File: config.mk
export PLATFORM = sky130hd
export DESIGN_NAME = mpu_top
export DESIGN_NICKNAME = d
export VERILOG_FILES = /design/src/hw/mpu_pkg.sv /design/src/hw/mpu_top.sv /design/src/hw/obi_master.sv /design/src/hw/mpu_core.sv /design/src/hw/pma_lookup.sv
export VERILOG_INCLUDE_DIRS = /design/src /design/src/hw
export SDC_FILE = /design/constraint.sdc
export NUM_CORES = 1
export LEC_CHECK = 0
export ABC_AREA = 1
export BUFFER_PORTS_ARGS = -buffer_cell sky130_fd_sc_hd__buf_2
export CORE_AREA = 4 4 81 83
export CTS_CLUSTER_SIZE = 24
export DETAILED_ROUTE_END_ITERATION = 6
export DIE_AREA = 0 0 85 87
export GPL_ROUTABILITY_DRIVEN = 1
export GPL_TIMING_DRIVEN = 0
export PLACE_DENSITY = 0.7
export SLEW_MARGIN = 20
export SYNTH_ARGS = -nofsm -noshare
export SYNTH_HDL_FRONTEND = slang
export SYNTH_SLANG_ARGS = --single-unit
File: constraint.sdc
create_clock -name clk -period 4.2 [get_ports clk]
set_input_delay 0.84 -clock clk [delete_from_list [all_inputs] [get_ports clk]]
set_output_delay 0.84 -clock clk [all_outputs]
set_load 0.02 [all_outputs]
File: src/hw/mpu_settings.svh
// Fixed PMA region table for the data-side MPU
// Outstanding-response limit of the OBI master
`ifndef MPU_SETTINGS_SVH
`define MPU_SETTINGS_SVH

`define MPU_NUM_REGIONS 4

// Bounds are word addresses with low inclusive and high exclusive
// Attribute bits are ordered {main, bufferable, cacheable, atomic}

// Region 0 covers bytes 0x0000_0000 up to 0x0000_2000
`define MPU_REGION_0_LOW  30'h0000_0000
`define MPU_REGION_0_HIGH 30'h0000_0800
`define MPU_REGION_0_ATTR 4'b1111

// Region 1 covers bytes 0x0000_1000 up to 0x0000_4000 and overlaps region 0
`define MPU_REGION_1_LOW  30'h0000_0400
`define MPU_REGION_1_HIGH 30'h0000_1000
`define MPU_REGION_1_ATTR 4'b1100

// Region 2 is bufferable I/O at bytes 0x0001_0000 up to 0x0001_1000
`define MPU_REGION_2_LOW  30'h0000_4000
`define MPU_REGION_2_HIGH 30'h0000_4400
`define MPU_REGION_2_ATTR 4'b0100

// Region 3 covers bytes 0x2000_0000 up to 0x2001_0000
`define MPU_REGION_3_LOW  30'h0800_0000
`define MPU_REGION_3_HIGH 30'h0800_4000
`define MPU_REGION_3_ATTR 4'b1011

`define MPU_MAX_OUTSTANDING 2

`endif
File: src/hw/mpu_pkg.sv
// Types shared by the MPU blocks
// PMA region, core and bus transactions, responses and FSM states
`default_nettype none

package mpu_pkg;

  ////////////////////
  // PMA regions
  ////////////////////

  typedef struct packed {
    logic [29:0] word_addr_low;
    logic [29:0] word_addr_high;
    logic        main;
    logic        bufferable;
    logic        cacheable;
    logic        atomic;
  } pma_region_t;

  // Attributes for an address outside every region, plain I/O
  localparam pma_region_t PMA_R_DEFAULT = '{
    word_addr_low:  30'h0,
    word_addr_high: 30'h0,
    main:           1'b0,
    bufferable:     1'b0,
    cacheable:      1'b0,
    atomic:         1'b0
  };

  ////////////////////
  // Transactions
  ////////////////////

  typedef struct packed {
    logic [31:0] addr;
    logic        we;
    logic [31:0] wdata;
    logic [3:0]  be;
    logic        atomic;
    logic        execute;
    logic        misaligned;
  } core_trans_t;

  // Memtype bit 0 is bufferable and bit 1 is cacheable
  typedef struct packed {
    logic [31:0] addr;
    logic        we;
    logic [31:0] wdata;
    logic [3:0]  be;
    logic [1:0]  memtype;
  } bus_trans_t;

  ////////////////////
  // Responses
  ////////////////////

  typedef enum logic {
    MPU_OK  = 1'b0,
    MPU_ERR = 1'b1
  } mpu_status_e;

  typedef struct packed {
    logic [31:0] rdata;
    logic        bus_err;
    mpu_status_e mpu_status;
  } core_resp_t;

  typedef struct packed {
    logic [31:0] rdata;
    logic        err;
  } bus_resp_t;

  // Error response sequencing
  typedef enum logic [1:0] {
    MPU_IDLE     = 2'd0,
    MPU_WAIT_BUS = 2'd1,
    MPU_ERR_RESP = 2'd2
  } mpu_state_e;

endpackage

`default_nettype wire

File: src/hw/mpu_top.sv
// Top level of the data-side MPU
// Region lookup, MPU control and OBI master
`timescale 1ns/1ps
`default_nettype none

module mpu_top (
  input  logic                 clk,
  input  logic                 rst_n,

  // Core side
  input  logic                 core_trans_valid_i,
  input  mpu_pkg::core_trans_t core_trans_i,
  output logic                 core_trans_ready_o,
  output logic                 core_resp_valid_o,
  output mpu_pkg::core_resp_t  core_resp_o,

  // OBI side
  output logic                 obi_req_o,
  output logic [31:0]          obi_addr_o,
  output logic                 obi_we_o,
  output logic [3:0]           obi_be_o,
  output logic [31:0]          obi_wdata_o,
  output logic [1:0]           obi_memtype_o,
  input  logic                 obi_gnt_i,
  input  logic                 obi_rvalid_i,
  input  logic [31:0]          obi_rdata_i,
  input  logic                 obi_err_i
);
  import mpu_pkg::*;

  pma_region_t pma_cfg;
  logic        pma_err;
  logic        bus_trans_valid;
  bus_trans_t  bus_trans;
  logic        bus_trans_ready;
  logic        bus_resp_valid;
  bus_resp_t   bus_resp;
  logic        bus_idle;

  pma_lookup u_pma_lookup (
    .clk          (clk),
    .rst_n        (rst_n),
    .addr_i       (core_trans_i.addr),
    .atomic_i     (core_trans_i.atomic),
    .execute_i    (core_trans_i.execute),
    .misaligned_i (core_trans_i.misaligned),
    .pma_cfg_o    (pma_cfg),
    .pma_err_o    (pma_err)
  );

  mpu_core u_mpu_core (
    .clk                (clk),
    .rst_n              (rst_n),
    .core_trans_valid_i (core_trans_valid_i),
    .core_trans_i       (core_trans_i),
    .core_trans_ready_o (core_trans_ready_o),
    .core_resp_valid_o  (core_resp_valid_o),
    .core_resp_o        (core_resp_o),
    .pma_cfg_i          (pma_cfg),
    .pma_err_i          (pma_err),
    .bus_trans_valid_o  (bus_trans_valid),
    .bus_trans_o        (bus_trans),
    .bus_trans_ready_i  (bus_trans_ready),
    .bus_resp_valid_i   (bus_resp_valid),
    .bus_resp_i         (bus_resp),
    .bus_idle_i         (bus_idle)
  );

  obi_master u_obi_master (
    .clk               (clk),
    .rst_n             (rst_n),
    .bus_trans_valid_i (bus_trans_valid),
    .bus_trans_i       (bus_trans),
    .bus_trans_ready_o (bus_trans_ready),
    .bus_resp_valid_o  (bus_resp_valid),
    .bus_resp_o        (bus_resp),
    .bus_idle_o        (bus_idle),
    .obi_req_o         (obi_req_o),
    .obi_addr_o        (obi_addr_o),
    .obi_we_o          (obi_we_o),
    .obi_be_o          (obi_be_o),
    .obi_wdata_o       (obi_wdata_o),
    .obi_memtype_o     (obi_memtype_o),
    .obi_gnt_i         (obi_gnt_i),
    .obi_rvalid_i      (obi_rvalid_i),
    .obi_rdata_i       (obi_rdata_i),
    .obi_err_i         (obi_err_i)
  );

endmodule

`default_nettype wire

File: src/hw/obi_master.sv
// OBI master for the data-side MPU
// Issues requests, tracks outstanding responses and returns read data
`timescale 1ns/1ps
`default_nettype none
`include "mpu_settings.svh"

module obi_master (
  input  logic                clk,
  input  logic                rst_n,

  // From the MPU control
  input  logic                bus_trans_valid_i,
  input  mpu_pkg::bus_trans_t bus_trans_i,
  output logic                bus_trans_ready_o,
  output logic                bus_resp_valid_o,
  output mpu_pkg::bus_resp_t  bus_resp_o,
  output logic                bus_idle_o,

  // OBI
  output logic                obi_req_o,
  output logic [31:0]         obi_addr_o,
  output logic                obi_we_o,
  output logic [3:0]          obi_be_o,
  output logic [31:0]         obi_wdata_o,
  output logic [1:0]          obi_memtype_o,
  input  logic                obi_gnt_i,
  input  logic                obi_rvalid_i,
  input  logic [31:0]         obi_rdata_i,
  input  logic                obi_err_i
);
  import mpu_pkg::*;

  localparam int unsigned MAX_OUT = `MPU_MAX_OUTSTANDING;
  localparam int          CNT_W   = $clog2(MAX_OUT + 1);

  logic [CNT_W-1:0] cnt_q;
  logic             has_room;
  logic             obi_grant;

  assign has_room  = (cnt_q < CNT_W'(MAX_OUT));
  assign obi_grant = obi_req_o && obi_gnt_i;

  // Address phase
  assign obi_req_o         = bus_trans_valid_i && has_room;
  assign bus_trans_ready_o = obi_gnt_i && has_room;
  assign obi_addr_o        = bus_trans_i.addr;
  assign obi_we_o          = bus_trans_i.we;
  assign obi_be_o          = bus_trans_i.be;
  assign obi_wdata_o       = bus_trans_i.wdata;
  assign obi_memtype_o     = bus_trans_i.memtype;

  // Response phase
  assign bus_resp_valid_o = obi_rvalid_i;
  assign bus_resp_o.rdata = obi_rdata_i;
  assign bus_resp_o.err   = obi_err_i;
  assign bus_idle_o       = (cnt_q == '0);

  // Grants in, rvalids out
  always_ff @(posedge clk or negedge rst_n) begin
    if (!rst_n) begin
      cnt_q <= '0;
    end else begin
      case ({obi_grant, obi_rvalid_i})
        2'b10:   cnt_q <= cnt_q + 1'b1;
        2'b01:   cnt_q <= cnt_q - 1'b1;
        default: cnt_q <= cnt_q;
      endcase
    end
  end

  ////////////////////
  // Assertions
  ////////////////////

  a_addr_stable : assert property (@(posedge clk) disable iff (!rst_n)
    (obi_req_o && !obi_gnt_i) |=>
      (obi_req_o && $stable(obi_addr_o) && $stable(obi_we_o) && $stable(obi_be_o) &&
       $stable(obi_wdata_o) && $stable(obi_memtype_o)))
    else $error("OBI address phase changed before grant");

  a_no_stray_rvalid : assert property (@(posedge clk) disable iff (!rst_n)
    obi_rvalid_i |-> (cnt_q != '0))
    else $error("OBI rvalid without an outstanding request");

  a_cnt_limit : assert property (@(posedge clk) disable iff (!rst_n)
    cnt_q <= CNT_W'(MAX_OUT))
    else $error("Outstanding count above the limit");

endmodule

`default_nettype wire

File: src/hw/mpu_core.sv
// MPU control between the core port and the OBI master
// Forwards allowed transactions and sequences error responses in order
`timescale 1ns/1ps
`default_nettype none

module mpu_core (
  input  logic                 clk,
  input  logic                 rst_n,

  // Core transaction port
  input  logic                 core_trans_valid_i,
  input  mpu_pkg::core_trans_t core_trans_i,
  output logic                 core_trans_ready_o,
  output logic                 core_resp_valid_o,
  output mpu_pkg::core_resp_t  core_resp_o,

  // Region lookup result
  input  mpu_pkg::pma_region_t pma_cfg_i,
  input  logic                 pma_err_i,

  // Towards the OBI master
  output logic                 bus_trans_valid_o,
  output mpu_pkg::bus_trans_t  bus_trans_o,
  input  logic                 bus_trans_ready_i,
  input  logic                 bus_resp_valid_i,
  input  mpu_pkg::bus_resp_t   bus_resp_i,
  input  logic                 bus_idle_i
);
  import mpu_pkg::*;

  mpu_state_e state_q;
  mpu_state_e state_d;
  logic       core_accept;
  logic       err_trans_valid;

  assign core_accept     = core_trans_valid_i && core_trans_ready_o;
  assign err_trans_valid = (state_q == MPU_ERR_RESP);

  // Address phase goes straight through, memtype from the region
  always_comb begin
    bus_trans_o.addr    = core_trans_i.addr;
    bus_trans_o.we      = core_trans_i.we;
    bus_trans_o.wdata   = core_trans_i.wdata;
    bus_trans_o.be      = core_trans_i.be;
    bus_trans_o.memtype = {pma_cfg_i.cacheable, pma_cfg_i.bufferable};
  end

  ////////////////////
  // FSM
  ////////////////////

  always_comb begin
    state_d            = state_q;
    bus_trans_valid_o  = 1'b0;
    core_trans_ready_o = 1'b0;

    case (state_q)
      MPU_IDLE: begin
        if (core_trans_valid_i) begin
          if (pma_err_i) begin
            // Take the denied access and keep it off the bus
            core_trans_ready_o = 1'b1;
            state_d = bus_idle_i ? MPU_ERR_RESP : MPU_WAIT_BUS;
          end else begin
            bus_trans_valid_o  = 1'b1;
            core_trans_ready_o = bus_trans_ready_i;
          end
        end
      end

      // Earlier bus responses drain first
      MPU_WAIT_BUS: begin
        if (bus_idle_i) begin
          state_d = MPU_ERR_RESP;
        end
      end

      MPU_ERR_RESP: begin
        state_d = MPU_IDLE;
      end

      default: begin
        state_d = MPU_IDLE;
      end
    endcase
  end

  always_ff @(posedge clk or negedge rst_n) begin
    if (!rst_n) begin
      state_q <= MPU_IDLE;
    end else begin
      state_q <= state_d;
    end
  end

  ////////////////////
  // Response mux
  ////////////////////

  always_comb begin
    core_resp_valid_o      = bus_resp_valid_i || err_trans_valid;
    core_resp_o.rdata      = err_trans_valid ? 32'h0 : bus_resp_i.rdata;
    core_resp_o.bus_err    = bus_resp_i.err && !err_trans_valid;
    core_resp_o.mpu_status = err_trans_valid ? MPU_ERR : MPU_OK;
  end

  ////////////////////
  // Assertions
  ////////////////////

  // The bus side must be drained before the error slot
  a_no_bus_resp_in_err : assert property (@(posedge clk) disable iff (!rst_n)
    err_trans_valid |-> !bus_resp_valid_i)
    else $error("Bus response collides with MPU error response");

  a_err_status_state : assert property (@(posedge clk) disable iff (!rst_n)
    err_trans_valid |-> bus_idle_i)
    else $error("MPU error response while bus responses are pending");

  // With nothing pending the error answer follows one cycle later
  a_err_resp_latency : assert property (@(posedge clk) disable iff (!rst_n)
    (core_accept && pma_err_i && bus_idle_i) |=>
      (core_resp_valid_o && (core_resp_o.mpu_status == MPU_ERR)))
    else $error("Error response not given one cycle after acceptance");

endmodule

`default_nettype wire

File: src/hw/pma_lookup.sv
// PMA region lookup with lowest-index priority
// Access check for execute, misaligned and atomic accesses
`timescale 1ns/1ps
`default_nettype none
`include "mpu_settings.svh"

module pma_lookup (
  // Only the assertions sample on these
  input  logic                 clk,
  input  logic                 rst_n,
  input  logic [31:0]          addr_i,
  input  logic                 atomic_i,
  input  logic                 execute_i,
  input  logic                 misaligned_i,
  output mpu_pkg::pma_region_t pma_cfg_o,
  output logic                 pma_err_o
);
  import mpu_pkg::*;

  // Built from the settings header, one entry per region
  localparam pma_region_t PMA_TABLE [`MPU_NUM_REGIONS] = '{
    {`MPU_REGION_0_LOW, `MPU_REGION_0_HIGH, `MPU_REGION_0_ATTR},
    {`MPU_REGION_1_LOW, `MPU_REGION_1_HIGH, `MPU_REGION_1_ATTR},
    {`MPU_REGION_2_LOW, `MPU_REGION_2_HIGH, `MPU_REGION_2_ATTR},
    {`MPU_REGION_3_LOW, `MPU_REGION_3_HIGH, `MPU_REGION_3_ATTR}
  };

  logic [29:0] word_addr;
  logic        match_found;
  logic        table_attr_ok;

  assign word_addr = addr_i[31:2];

  // Scan from the top so the lowest matching index is written last
  always_comb begin
    pma_cfg_o   = PMA_R_DEFAULT;
    match_found = 1'b0;
    for (int i = `MPU_NUM_REGIONS - 1; i >= 0; i--) begin
      if ((word_addr >= PMA_TABLE[i].word_addr_low) &&
          (word_addr <  PMA_TABLE[i].word_addr_high)) begin
        pma_cfg_o   = PMA_TABLE[i];
        match_found = 1'b1;
      end
    end
  end

  // Execute and misaligned need main memory, atomics need atomic support
  assign pma_err_o = ((execute_i || misaligned_i) && !pma_cfg_o.main) ||
                     (atomic_i && !pma_cfg_o.atomic);

  ////////////////////
  // Assertions
  ////////////////////

  // Atomics only in main memory, and I/O is never cacheable
  always_comb begin
    table_attr_ok = 1'b1;
    for (int i = 0; i < `MPU_NUM_REGIONS; i++) begin
      if (PMA_TABLE[i].atomic && !PMA_TABLE[i].main) begin
        table_attr_ok = 1'b0;
      end
      if (!PMA_TABLE[i].main && PMA_TABLE[i].cacheable) begin
        table_attr_ok = 1'b0;
      end
    end
  end

  a_table_attr : assert property (@(posedge clk) disable iff (!rst_n) table_attr_ok)
    else $error("PMA table has an illegal attribute combination");

  a_match_bounds : assert property (@(posedge clk) disable iff (!rst_n)
    match_found |-> ((word_addr >= pma_cfg_o.word_addr_low) &&
                     (word_addr <  pma_cfg_o.word_addr_high)))
    else $error("Selected PMA region does not contain the address");

endmodule

`default_nettype wire

After elaboration in Yosys (flattened, before gate mapping)
Index checks and enable logic that the tools add are counted.

Bits in registers: 4. Input port bits: 110. Output and inout port bits: 108. Logic and storage cells: 58.

Add/sub/neg operators: 2. $lt $le $gt $ge: 9. Equal/unequal tests: 7. Mux-type cells: 18. Reduce and logical (&&, ||, !) cells: 20.

Operators with widths (number): $mux W32 (1); $ge A30 B1 Y1 const B (1); $ge A30 B11 Y1 const B (1); $ge A30 B15 Y1 const B (1); $ge A30 B28 Y1 const B (1); $lt A30 B12 Y1 const B (1); $lt A30 B13 Y1 const B (1); $lt A30 B15 Y1 const B (1); $lt A30 B28 Y1 const B (1); $mux W4 (4); $logic_and A1 B1 Y1 (10); $mux W2 (4); $pmux W2 S2 (2); $mux W1 (7); $eq A2 B1 Y1 const B (2); $eq A2 B2 Y1 const B (2); $logic_not A2 Y1 (2); $ne A2 B2 Y1 const B (2); $logic_not A1 Y1 (3); $logic_or A1 B1 Y1 (3); $reduce_and A3 Y1 (1); $add A2 B1 Y2 const B (1); $lt A2 B2 Y1 const B (1); $ne A2 B1 Y1 const B (1); 2 further kinds (2).

Depth between registers and ports, before layout
Gate-level depths: netlist of the first run.

Word-level depth: 16. Depth in mapped cells: 12. Depth with buffers taken out: 12.

Hierarchy
Synthesis of the first run repeated with hierarchy kept, for this count alone.

Cell total of the unflattened synthesis: 386. Area total of the unflattened synthesis: 2548.7 µm².

Modules (own cells, without submodules): mpu_core (instances 1, cells an instance 159, area each 949.7 µm², sequential area each 50.0 µm²); obi_master (instances 1, cells an instance 125, area each 930.9 µm², sequential area each 50.0 µm²); pma_lookup (instances 1, cells an instance 102, area each 668.1 µm², sequential area each 0.0 µm²).

Least setup slack after synthesis of the first run
Ideal clock, no wire load.

Kind: in2out. Start point: input port core_trans_i[60] in the netlist's numbering. End point: output port obi_req_o. Arrival: 1649 ps. Data required time: 3360 ps. Setup slack: 1711 ps. Stages on the path: 7. Buffers on the path: 0. Cell sequence: nor2_2 > nand2_2 > nor2_4 > nand3_1 > nand3_2 > nand2_4 > nor3_4.

Word-level cells in the longest chain between the ends: 13. Elaborated cells on any way between the ends: 25. Those cells by class: 8 x order compare; 7 x mux; 10 x reduce/logical.

RTL lines: start, declared (line mpu_top.sv:12) `input mpu_pkg::core_trans_t core_trans_i,`; $ge A30 B28 Y1 / $lt A30 B28 Y1 (equally long branches) (line pma_lookup.sv:39, pma_lookup.sv:40); $logic_and A1 B1 Y1 (line pma_lookup.sv:39) `if ((word_addr >= PMA_TABLE[i].word_addr_low) &&`; $mux W4 (3 in a row) (line pma_lookup.sv:39); $mux W4 * (line pma_lookup.sv:39); $logic_not A1 Y1 (on tied branches) (line pma_lookup.sv:48, pma_lookup.sv:49); $logic_and A1 B1 Y1 (on tied branches) (line pma_lookup.sv:48, pma_lookup.sv:49); $logic_or A1 B1 Y1 * (line pma_lookup.sv:48) `assign pma_err_o = ((execute_i || misaligned_i) && !pma_cfg_o.main) ||`; $mux W1 * (line mpu_core.sv:60) `if (pma_err_i) begin`; $mux W1 * (line mpu_core.sv:59) `if (core_trans_valid_i) begin`; $mux W1 * (line mpu_core.sv:57) `case (state_q)`; $logic_and A1 B1 Y1 * (line obi_master.sv:44) `assign obi_req_o = bus_trans_valid_i && has_room;`; end, declared (line mpu_top.sv:18) `output logic obi_req_o,`.

Every way passes the cells marked *; elsewhere a longest branch is shown, timed or not.

Worst setup path in the final report of the first run
Start point: input port core_trans_i[63] in the netlist's numbering. End point: output port core_trans_ready_o.

Word-level cells in the longest chain between the ends: 12. Elaborated cells on any way between the ends: 24. Those cells by class: 8 x order compare; 7 x mux; 9 x reduce/logical.

RTL lines: $ge A30 B28 Y1 / $lt A30 B28 Y1 (equally long branches) (line pma_lookup.sv:39, pma_lookup.sv:40); $logic_and A1 B1 Y1 (line pma_lookup.sv:39); $mux W4 (3 in a row) (line pma_lookup.sv:39); $mux W4 * (line pma_lookup.sv:39); $logic_not A1 Y1 (on tied branches) (line pma_lookup.sv:48, pma_lookup.sv:49); $logic_and A1 B1 Y1 (on tied branches) (line pma_lookup.sv:48, pma_lookup.sv:49); $logic_or A1 B1 Y1 * (line pma_lookup.sv:48); $mux W1 * (line mpu_core.sv:60); $mux W1 * (line mpu_core.sv:59); $mux W1 * (line mpu_core.sv:57); end, declared (line mpu_top.sv:13) `output logic core_trans_ready_o,`.

Marks and branches as above.

==> results of run 1 <==
[final timing paths]
check                                      start                    end  slack [ns]  depth (start not counted)
max                             core_trans_i[63]     core_trans_ready_o        1.44                         10
min                                        rst_n  u_obi_master.cnt_q[1]        0.42                          1
max reg2reg                u_mpu_core.state_q[0]  u_obi_master.cnt_q[1]        2.38                          8
min reg2reg                u_obi_master.cnt_q[0]  u_obi_master.cnt_q[0]        0.51                          1
max in group asynchronous                  rst_n  u_mpu_core.state_q[1]        3.66                          1
min in group clk           u_obi_master.cnt_q[0]  u_obi_master.cnt_q[0]        0.51                          1
[metal layers]
layer  global-route usage (%)  wire length, µm  share of wire (%)  up-vias
met5                        0                0                  0        -
met4                     2.59               32               0.67        0
met3                     2.27              506                 11        3
met2                     22.4             2750                 58       85
met1                     10.5             1470                 31      678
li1                         -                -                  -      860
[layout by cell type (no fill, tap or decap)]
cell type  synthesis  routed
buf_2              3     171
or2_4              1       1
o31ai_1            1       1
o21ai_1            1       1
nor2_4             2       2
ha_1               1       1
buf_4             70      70
nand3_2            2       2
nand2_2            5       5
nand3b_1           1       1
o21ai_0            3       3
xor2_1             1       1
inv_1             38      38
nand4_1            1       1
nor2_2             4       4
xnor2_1            1       1
nor2_1            45      45
nand2_1            5       5
clkbuf_8           0       3
dfrtp_1            4       4
a21oi_1            3       3
nor4_1             1       1
nor3_4             1       1
nand2_4            1       1
nand3_1            5       5
or2_2              1       1
[layout make-up]
| class | instances | area share (%) |
|---|---|---|
| timing repair buffer | 168 | 38.1 |
| buffer | 73 | 24.5 |
| multi-input combinational | 86 | 20.2 |
| inverter | 38 | 6.47 |
| sequential | 4 | 4.54 |
| tap | 75 | 4.25 |
| clock buffer | 3 | 1.87 |
[logic make-up after synthesis]
family / count (synthesis)
compound gates: 8
xor+xnor: 2
flops: 4
buf+inv: 111
simple gates: 75
fa+ha+maj: 1
[critical path, cell delays in order]
cell and delay (ns):
buf_2 0.11, nor2_2 0.11, nand2_2 0.08, nor2_4 0.14, nand3_1 0.12, nand3_2 0.11
nand2_4 0.07, a21oi_1 0.13, nor2_1 0.05, buf_2 0.16
[metrics by stage]
| step | util (%) | hold WS (ns) | area (µm²) | setup WS (ns) | instances |
|---|---|---|---|---|---|
| floorplan | - | 0.483 | 1230 | 1.71 | 201 |
| global placement | 37.0 | 0.512 | 2160 | 1.44 | 444 |
| detailed placement | 37.0 | 0.507 | 2160 | 1.43 | 444 |
| CTS | 37.7 | 0.419 | 2210 | 1.42 | 447 |
| global route | 37.7 | 0.423 | 2210 | 1.31 | 447 |
| finish | 37.7 | 0.422 | 2210 | 1.44 | 447 |
[state kept, by name (all words and copies together) (netlist names)]
| name | count |
|---|---|
| u_mpu_core.state_q | 2 |
| u_obi_master.cnt_q | 2 |
[power groups by stage]
stage	registers (mW)	logic [mW]	clock network, mW
floorplan	0.0750	0.319	0
CTS	0.0775	0.480	0.0831
detailed placement	0.0780	0.479	0
finish	0.0778	0.472	0.0795
global route	0.0800	0.520	0.0848
global placement	0.0767	0.473	0
==> results.json, run 1 <==
{
  "seqPwrFrac_pct": 12.4,
  "area_growth_pct": 79.3,
  "cp-start-kind": "primary input",
  "final-hold-violation-count": 0,
  "synth_compound_area_share_pct": 3.46,
  "clk_latency_ns": 0.22,
  "period_needed_ns": 2.76,
  "synth_top_family_by_area": "buffers and inverters",
  "yosys-top-cells-area": "buf_4, nor2_1, inv_1, dfrtp_1, nand2_2",
  "cts_buffers": 3,
  "dpl.hpwl_um": 4430,
  "drt_wl_total_um": 4750,
  "p_total_uw": 629,
  "cts.sinks": 4,
  "htree_levels": 1,
  "seq_area_frac_synth_pct": 8.14,
  "fillers": 641,
  "via_per_inst": 3.64,
  "ir_worst_vdd_mv": 0.141,
  "synth-simple-area-share_pct": 30.4,
  "synth.most_common_cell": "buf_4",
  "ant_nets": 0,
  "synth_top_area_cell": "buf_4",
  "worstSetupPathType": "primary input to output port",
  "hold_path.class": "primary input to asynchronous set/reset pin",
  "synthMuxAreaShare_pct": 0,
  "avgSynthCellArea_um2": 6.12,
  "final_nets": 485,
  "syn_nets": 312,
  "ctsResizeCount": 0,
  "p_comb_share_pct": 75.0,
  "clk_path_buf_depth": 2,
  "drive_above_1_share_pct": 70.2,
  "grt_pass1_vias": 1506,
  "outcome": "finished, final reports clean",
  "synthesis.instances": 201,
  "p_clk_share_pct": 12.6,
  "powerDensity_mw_per_mm2": 285,
  "die_y_um": 87,
  "ys_types": 25,
  "period_share_pct": 65.8,
  "netlist_area_mm2": 0.00123,
  "holdBufCountCts": 0,
  "port_buffers": 168,
  "synth_fa_ha_area_share_pct": 1.02,
  "antenna_cells": 0,
  "switchingPower_uw": 327,
  "yosysWarnings": 0,
  "grt.total_usage_pct": 10.7,
  "critPathCaptureType": "output port",
  "postCtsSetupBuffers": 0,
  "synth-xor-area-share_pct": 1.42,
  "cts-root-buf": "clkbuf_8",
  "ios": 218,
  "ys.flop_type": "dfrtp_1",
  "crit_arrival_ns": 1.92,
  "max-cap-violations": 0,
  "slew_violations": 0,
  "critPathRequiredTime_ns": 3.36,
  "ys_seq_elements": 4,
  "wl_per_cell_um": 10.6,
  "grt_antenna_before_repair": 0,
  "fin_skew_ns": 0.000370,
  "clk_pin_slew_ns": 0.03,
  "synthTopCellsByCount": "buf_4, nor2_1, inv_1",
  "worstPathMaxFanout": 4,
  "setup_viol": 0,
  "drt_iter0_drc": 39,
  "core_area_mm2": 0.00585,
  "tritoncts": "built",
  "async_reset_ff_share_pct": 100,
  "start_util_pct": 21.0,
  "p_leak_nw": 1.48,
  "die-area_mm2": 0.00740,
  "synth_top_area_share_pct": 42.7,
  "multiInputGateArea_um2": 447,
  "rows": 28,
  "grt_setup_unrepaired": "no",
  "fmax_mhz": 362,
  "worst_pin_slew_ns": 0.307,
  "slew_headroom_pct": 79.5,
  "grt_start_max_net_pins": 11,
  "p_sw_share_pct": 51.9,
  "synth-edff-count": 0,
  "grt_overflow": 0,
  "grt_pass1_wl_um": 6600,
  "drc_errors": 0,
  "fp.dieW_um": 85,
  "register_area_um2": 100,
  "p_int_uw": 303,
  "final.setup.tns_ns": 0,
  "route.vias.total": 1626,
  "place_congestion": 0.720,
  "drt-pass1-iter-count": 4
}
Power figures use the tool's default switching activity.
==> run 2, diff against run 1 <==
CORE_AREA = 4 4 82 84   (was 4 4 81 83)
DIE_AREA = 0 0 86 88   (was 0 0 85 87)
PLACE_DENSITY = 0.71   (was 0.7)
clock period = 2.3 ns   (was 4.2 ns; I/O delays follow)
==> run 2 against run 1 <==
  * Register-to-register slack worse by 1.9 ns
  * Via count fell by 2.2%
  * Worst setup slack lost 1.1 ns
  * Highest routed layer unchanged
  * Largest power group unchanged
  * Cell count stayed put
  * Critical endpoint unchanged
==> results.json, run 2 (synthesis results as in run 1) <==
{
  "drive_above_1_share_pct": 70.2,
  "route.vias.total": 1591,
  "slowest_stage": "buf_2",
  "p_leak_nw": 1.48,
  "top_layer": "met4",
  "post-place-cells": 444,
  "crit_chain": "buf_2 > nor2_2 > nand2_2 > nor2_4 > nand3_1 > nand3_2 > nand2_4 > a21oi_1 > nor2_1 > buf_2",
  "layoutNonFillerInstCount": 447,
  "grt_antenna_before_repair": 0,
  "critPathRequiredTime_ns": 1.84,
  "utilization_pct": 37.3,
  "die-area_mm2": 0.00757,
  "worst_pin_slew_ns": 0.351,
  "hold_path.class": "primary input to asynchronous set/reset pin",
  "htree_levels": 1,
  "worstPathMaxFanout": 4,
  "ios": 218,
  "grt_pass1_wl_um": 6470,
  "largestRegisters": "u_mpu_core.state_q (2), u_obi_master.cnt_q (2)",
  "dpl.hpwl_um": 4410,
  "clk_path_buf_depth": 2,
  "drt-pass1-iter-count": 4,
  "antenna_cells": 0,
  "tritoncts": "built",
  "powerDensity_mw_per_mm2": 521,
  "crit_top_cell": "buf_2",
  "final-hold-violation-count": 0,
  "grt.total_usage_pct": 10.2,
  "cp-start-kind": "primary input",
  "postCtsSetupBuffers": 0,
  "ctsResizeCount": 0,
  "final_nets": 485,
  "worstSetupPathType": "primary input to output port",
  "max-cap-violations": 0,
  "port_buffers": 168,
  "drt_iter0_drc": 19,
  "grt_pass1_vias": 1460,
  "cts_buffers": 3,
  "grt_start_max_net_pins": 11,
  "slew_violations": 0,
  "slew_headroom_pct": 76.6,
  "outcome": "finished, final reports clean",
  "met1Wirelength_um": 1470,
  "fin_skew_ns": 0.000544,
  "via_per_inst": 3.56,
  "drc_errors": 0,
  "grt_setup_unrepaired": "no",
  "cts.sinks": 4,
  "ir_worst_vdd_mv": 0.396,
  "crit_arrival_ns": 1.54,
  "die_y_um": 88,
  "critPathCaptureType": "output port",
  "clk_latency_ns": 0.21,
  "final_cell_mix": "buf_2, buf_4, nor2_1, inv_1",
  "wl_per_cell_um": 10.7,
  "place_congestion": 0.730,
  "grt_overflow": 0,
  "area_growth_pct": 79.3,
  "cts-root-buf": "clkbuf_8",
  "start_util_pct": 20.8,
  "rows": 28,
  "holdBufCountCts": 0,
  "fmax_mhz": 500,
  "clk_pin_slew_ns": 0.03,
  "dr_wl_met2_um": 2770,
  "setup_viol": 0,
  "dr_wl_met3_um": 496,
  "ant_nets": 0,
  "final.setup.tns_ns": 0,
  "drt_wl_total_um": 4770,
  "critPathMaxStageDelay_ns": 0.16,
  "fp.dieW_um": 86,
  "core_area_mm2": 0.00592,
  "final_common_cell": "buf_2",
  "period_needed_ns": 2.00,
  "period_share_pct": 87.0
}
-- run 2: power breakdown --
group | switching, mW | internal, mW
Sequential | 0.0393 | 0.105
Combinational | 0.524 | 0.336
Clock | 0.0331 | 0.111
-- run 2: cell type report --
type / count / area, µm²
tap: 75 / 93.8
inverter: 38 / 143
sequential: 4 / 100
buffer: 73 / 541
fill: 637 / 3710
multi-input combinational: 86 / 447
clock buffer: 3 / 41.3
timing repair buffer: 168 / 841
-- run 2: per-stage QoR --
stage                     hold slack (ns)  setup WS [ns]  total power, mW  area, µm²
after global routing               0.0504          0.120             1.25       2210
after floorplan                     0.164          0.192            0.719       1230
after detailed placement            0.271         0.0657             1.02       2160
after CTS                          0.0426          0.282             1.17       2210
final                              0.0444          0.299             1.15       2210
after global placement              0.267         0.0940             1.00       2160
-- run 2: worst max-delay path: cells and delay by family --
family	cells	cell delay, ns
AOI/OAI and AO/OA	1	0.12
buffers and inverters	2	0.27
and+or+nand+nor	7	0.69
-- run 2: path summary, 6_finish.rpt --
path | start | end | cells past startpoint | slack (ns)
min in group clk | u_obi_master.cnt_q[0] | u_obi_master.cnt_q[0] | 1 | 0.54
setup / recovery | core_trans_i[60] | core_trans_ready_o | 10 | 0.30
hold / removal | rst_n | u_obi_master.cnt_q[1] | 1 | 0.04
hold reg to reg | u_obi_master.cnt_q[0] | u_obi_master.cnt_q[0] | 1 | 0.54
max in group asynchronous | rst_n | u_mpu_core.state_q[0] | 1 | 2.14
setup reg to reg | u_mpu_core.state_q[0] | u_obi_master.cnt_q[1] | 8 | 0.46
-- run 2: per-layer routing --
layer / GRT usage, % / vias to the layer above
met4: 2.59 / 0
met1: 10.0 / 645
met5: 0 / -
met3: 1.60 / 4
li1: - / 859
met2: 21.8 / 83
==> run 3, diff against run 2 <==
CORE_AREA = 2 2 85 87   (was 4 4 82 84)
DIE_AREA = 0 0 87 89   (was 0 0 86 88)
PLACE_DENSITY = 0.64   (was 0.71)
==> run 3 against run 2 <==
  * Fmax is 0.92% lower
  * Highest routed layer is now met3
  * Total power is 0.11% lower
  * Critical path depth stayed put
  * Die area is 2.3% higher
  * Largest cell class unchanged
  * Core utilization is 4.3 points lower
  * Via count is 4.0% higher
  * Hold slack hardly changed
  * Largest power group unchanged
==> results.json, run 3 (synthesis results as in run 1) <==
{
  "outcome": "finished, final reports clean",
  "place_ws_ns": 0.0590,
  "route.vias.total": 1655,
  "hold_path.class": "primary input to asynchronous set/reset pin",
  "drt_wl_total_um": 4480,
  "final-hold-violation-count": 0,
  "critPathMaxStageDelay_ns": 0.16,
  "tritoncts": "built",
  "grt.met3_usage_pct": 1.66,
  "period_share_pct": 87.8,
  "drive_above_1_share_pct": 70.2,
  "grt_antenna_before_repair": 0,
  "grt_overflow": 0,
  "ctsResizeCount": 0,
  "multiInputGateArea_um2": 447,
  "clk_latency_ns": 0.21,
  "area_growth_pct": 79.9,
  "powerDensity_mw_per_mm2": 519,
  "worst_pin_slew_ns": 0.352,
  "critical_path.top_delay_family": "simple AND/OR/NAND/NOR gates",
  "via_per_inst": 3.66,
  "top_usage_layer": "met2",
  "max-cap-violations": 0,
  "critPathCaptureType": "output port",
  "rows": 30,
  "drt_iter0_drc": 19,
  "utilization_pct": 32.9,
  "grt_pass1_wl_um": 5600,
  "wl_per_cell_um": 9.91,
  "postCtsSetupBuffers": 0,
  "port_buffers": 168,
  "ant_nets": 0,
  "worstPathMaxFanout": 3,
  "clk_path_buf_depth": 2,
  "grt_util_met2_pct": 18.7,
  "clk_pin_slew_ns": 0.03,
  "period_needed_ns": 2.02,
  "htree_levels": 1,
  "setup_viol": 0,
  "final_common_cell": "buf_2",
  "fmax_mhz": 495,
  "slew_violations": 0,
  "grt_pass1_vias": 1333,
  "holdBufCountCts": 0,
  "slew_headroom_pct": 76.5,
  "final.setup.tns_ns": 0,
  "met1_usage_pct": 8.93,
  "fin_skew_ns": 0.000972,
  "largestRegisters": "u_mpu_core.state_q (2), u_obi_master.cnt_q (2)",
  "crit_arrival_ns": 1.56,
  "antenna_cells": 0,
  "final_nets": 485,
  "drc_errors": 0,
  "worstSetupPathType": "primary input to output port",
  "dpl.hpwl_um": 4200,
  "start_util_pct": 18.3,
  "cts-root-buf": "clkbuf_8",
  "core_area_mm2": 0.00672,
  "die-area_mm2": 0.00774,
  "p_leak_nw": 1.48,
  "ir_worst_vdd_mv": 0.238,
  "cp-start-kind": "primary input",
  "grt_setup_unrepaired": "no",
  "place_congestion": 0.704,
  "cts_buffers": 3,
  "die_y_um": 89,
  "cts.sinks": 4,
  "final_cell_mix": "buf_2, buf_4, nor2_1, inv_1",
  "grt_start_max_net_pins": 11,
  "fp.dieW_um": 87,
  "dpl_cell_area_mm2": 0.00217,
  "design_area_mm2": 0.00221,
  "ios": 218,
  "register_area_um2": 100,
  "fillers": 735,
  "drt-pass1-iter-count": 4,
  "layout_setup_ws_ns": 0.281,
  "critPathRequiredTime_ns": 1.84,
  "slowest_stage": "buf_2",
  "crit_buf_inv": 2,
  "grt.total_usage_pct": 8.93,
  "crit_chain": "buf_2 > nor2_1 > nand2_1 > nor2_4 > nand3_1 > nand3_2 > nand2_4 > a21oi_1 > nor2_1 > buf_2"
}
[run 3: cell counts in the layout (fill, tap and decap cells not counted)]
No cell type changed its count.
[run 3: routing by layer]
metal	vias up	part of all wire [%]
li1	859	-
met1	712	31
met2	84	59
met3	0	9.2
met4	0	0
met5	-	0
[run 3: cell type report]
type	count	share of cell area (%)
plain buffers	73	24.4
clock buffers	3	1.87
inverters	38	6.45
multi-input cells	86	20.2
flip-flops and latches	4	4.52
well taps	80	4.52
repair buffers	168	38.0
[run 3: path summary, 6_finish.rpt]
check,endpoint,start,depth (start not counted),slack [ns]
worst max register to register,u_obi_master.cnt_q[1],u_mpu_core.state_q[0],8,0.50
worst max-delay path,core_trans_ready_o,core_trans_i[71],10,0.28
min in group clk,u_obi_master.cnt_q[0],u_obi_master.cnt_q[0],1,0.52
worst min-delay path,u_mpu_core.state_q[1],rst_n,1,0.04
max in group asynchronous,u_obi_master.cnt_q[1],rst_n,1,2.14
worst min register to register,u_obi_master.cnt_q[0],u_obi_master.cnt_q[0],1,0.52
[run 3: through the flow]
stage	hold WS, ns	total power [mW]	cells
floorplan	0.164	0.719	201
global route	0.0407	1.24	452
CTS	0.0428	1.17	452
finish	0.0447	1.15	452
detailed placement	0.271	1.02	449
global placement	0.264	1.00	449
[run 3: power by group]
| part | switching (mW) | leakage (nW) | internal [mW] |
|---|---|---|---|
| Sequential | 0.0370 | 0.0489 | 0.105 |
| Clock | 0.0327 | 0.0216 | 0.111 |
| Combinational | 0.525 | 1.41 | 0.336 |
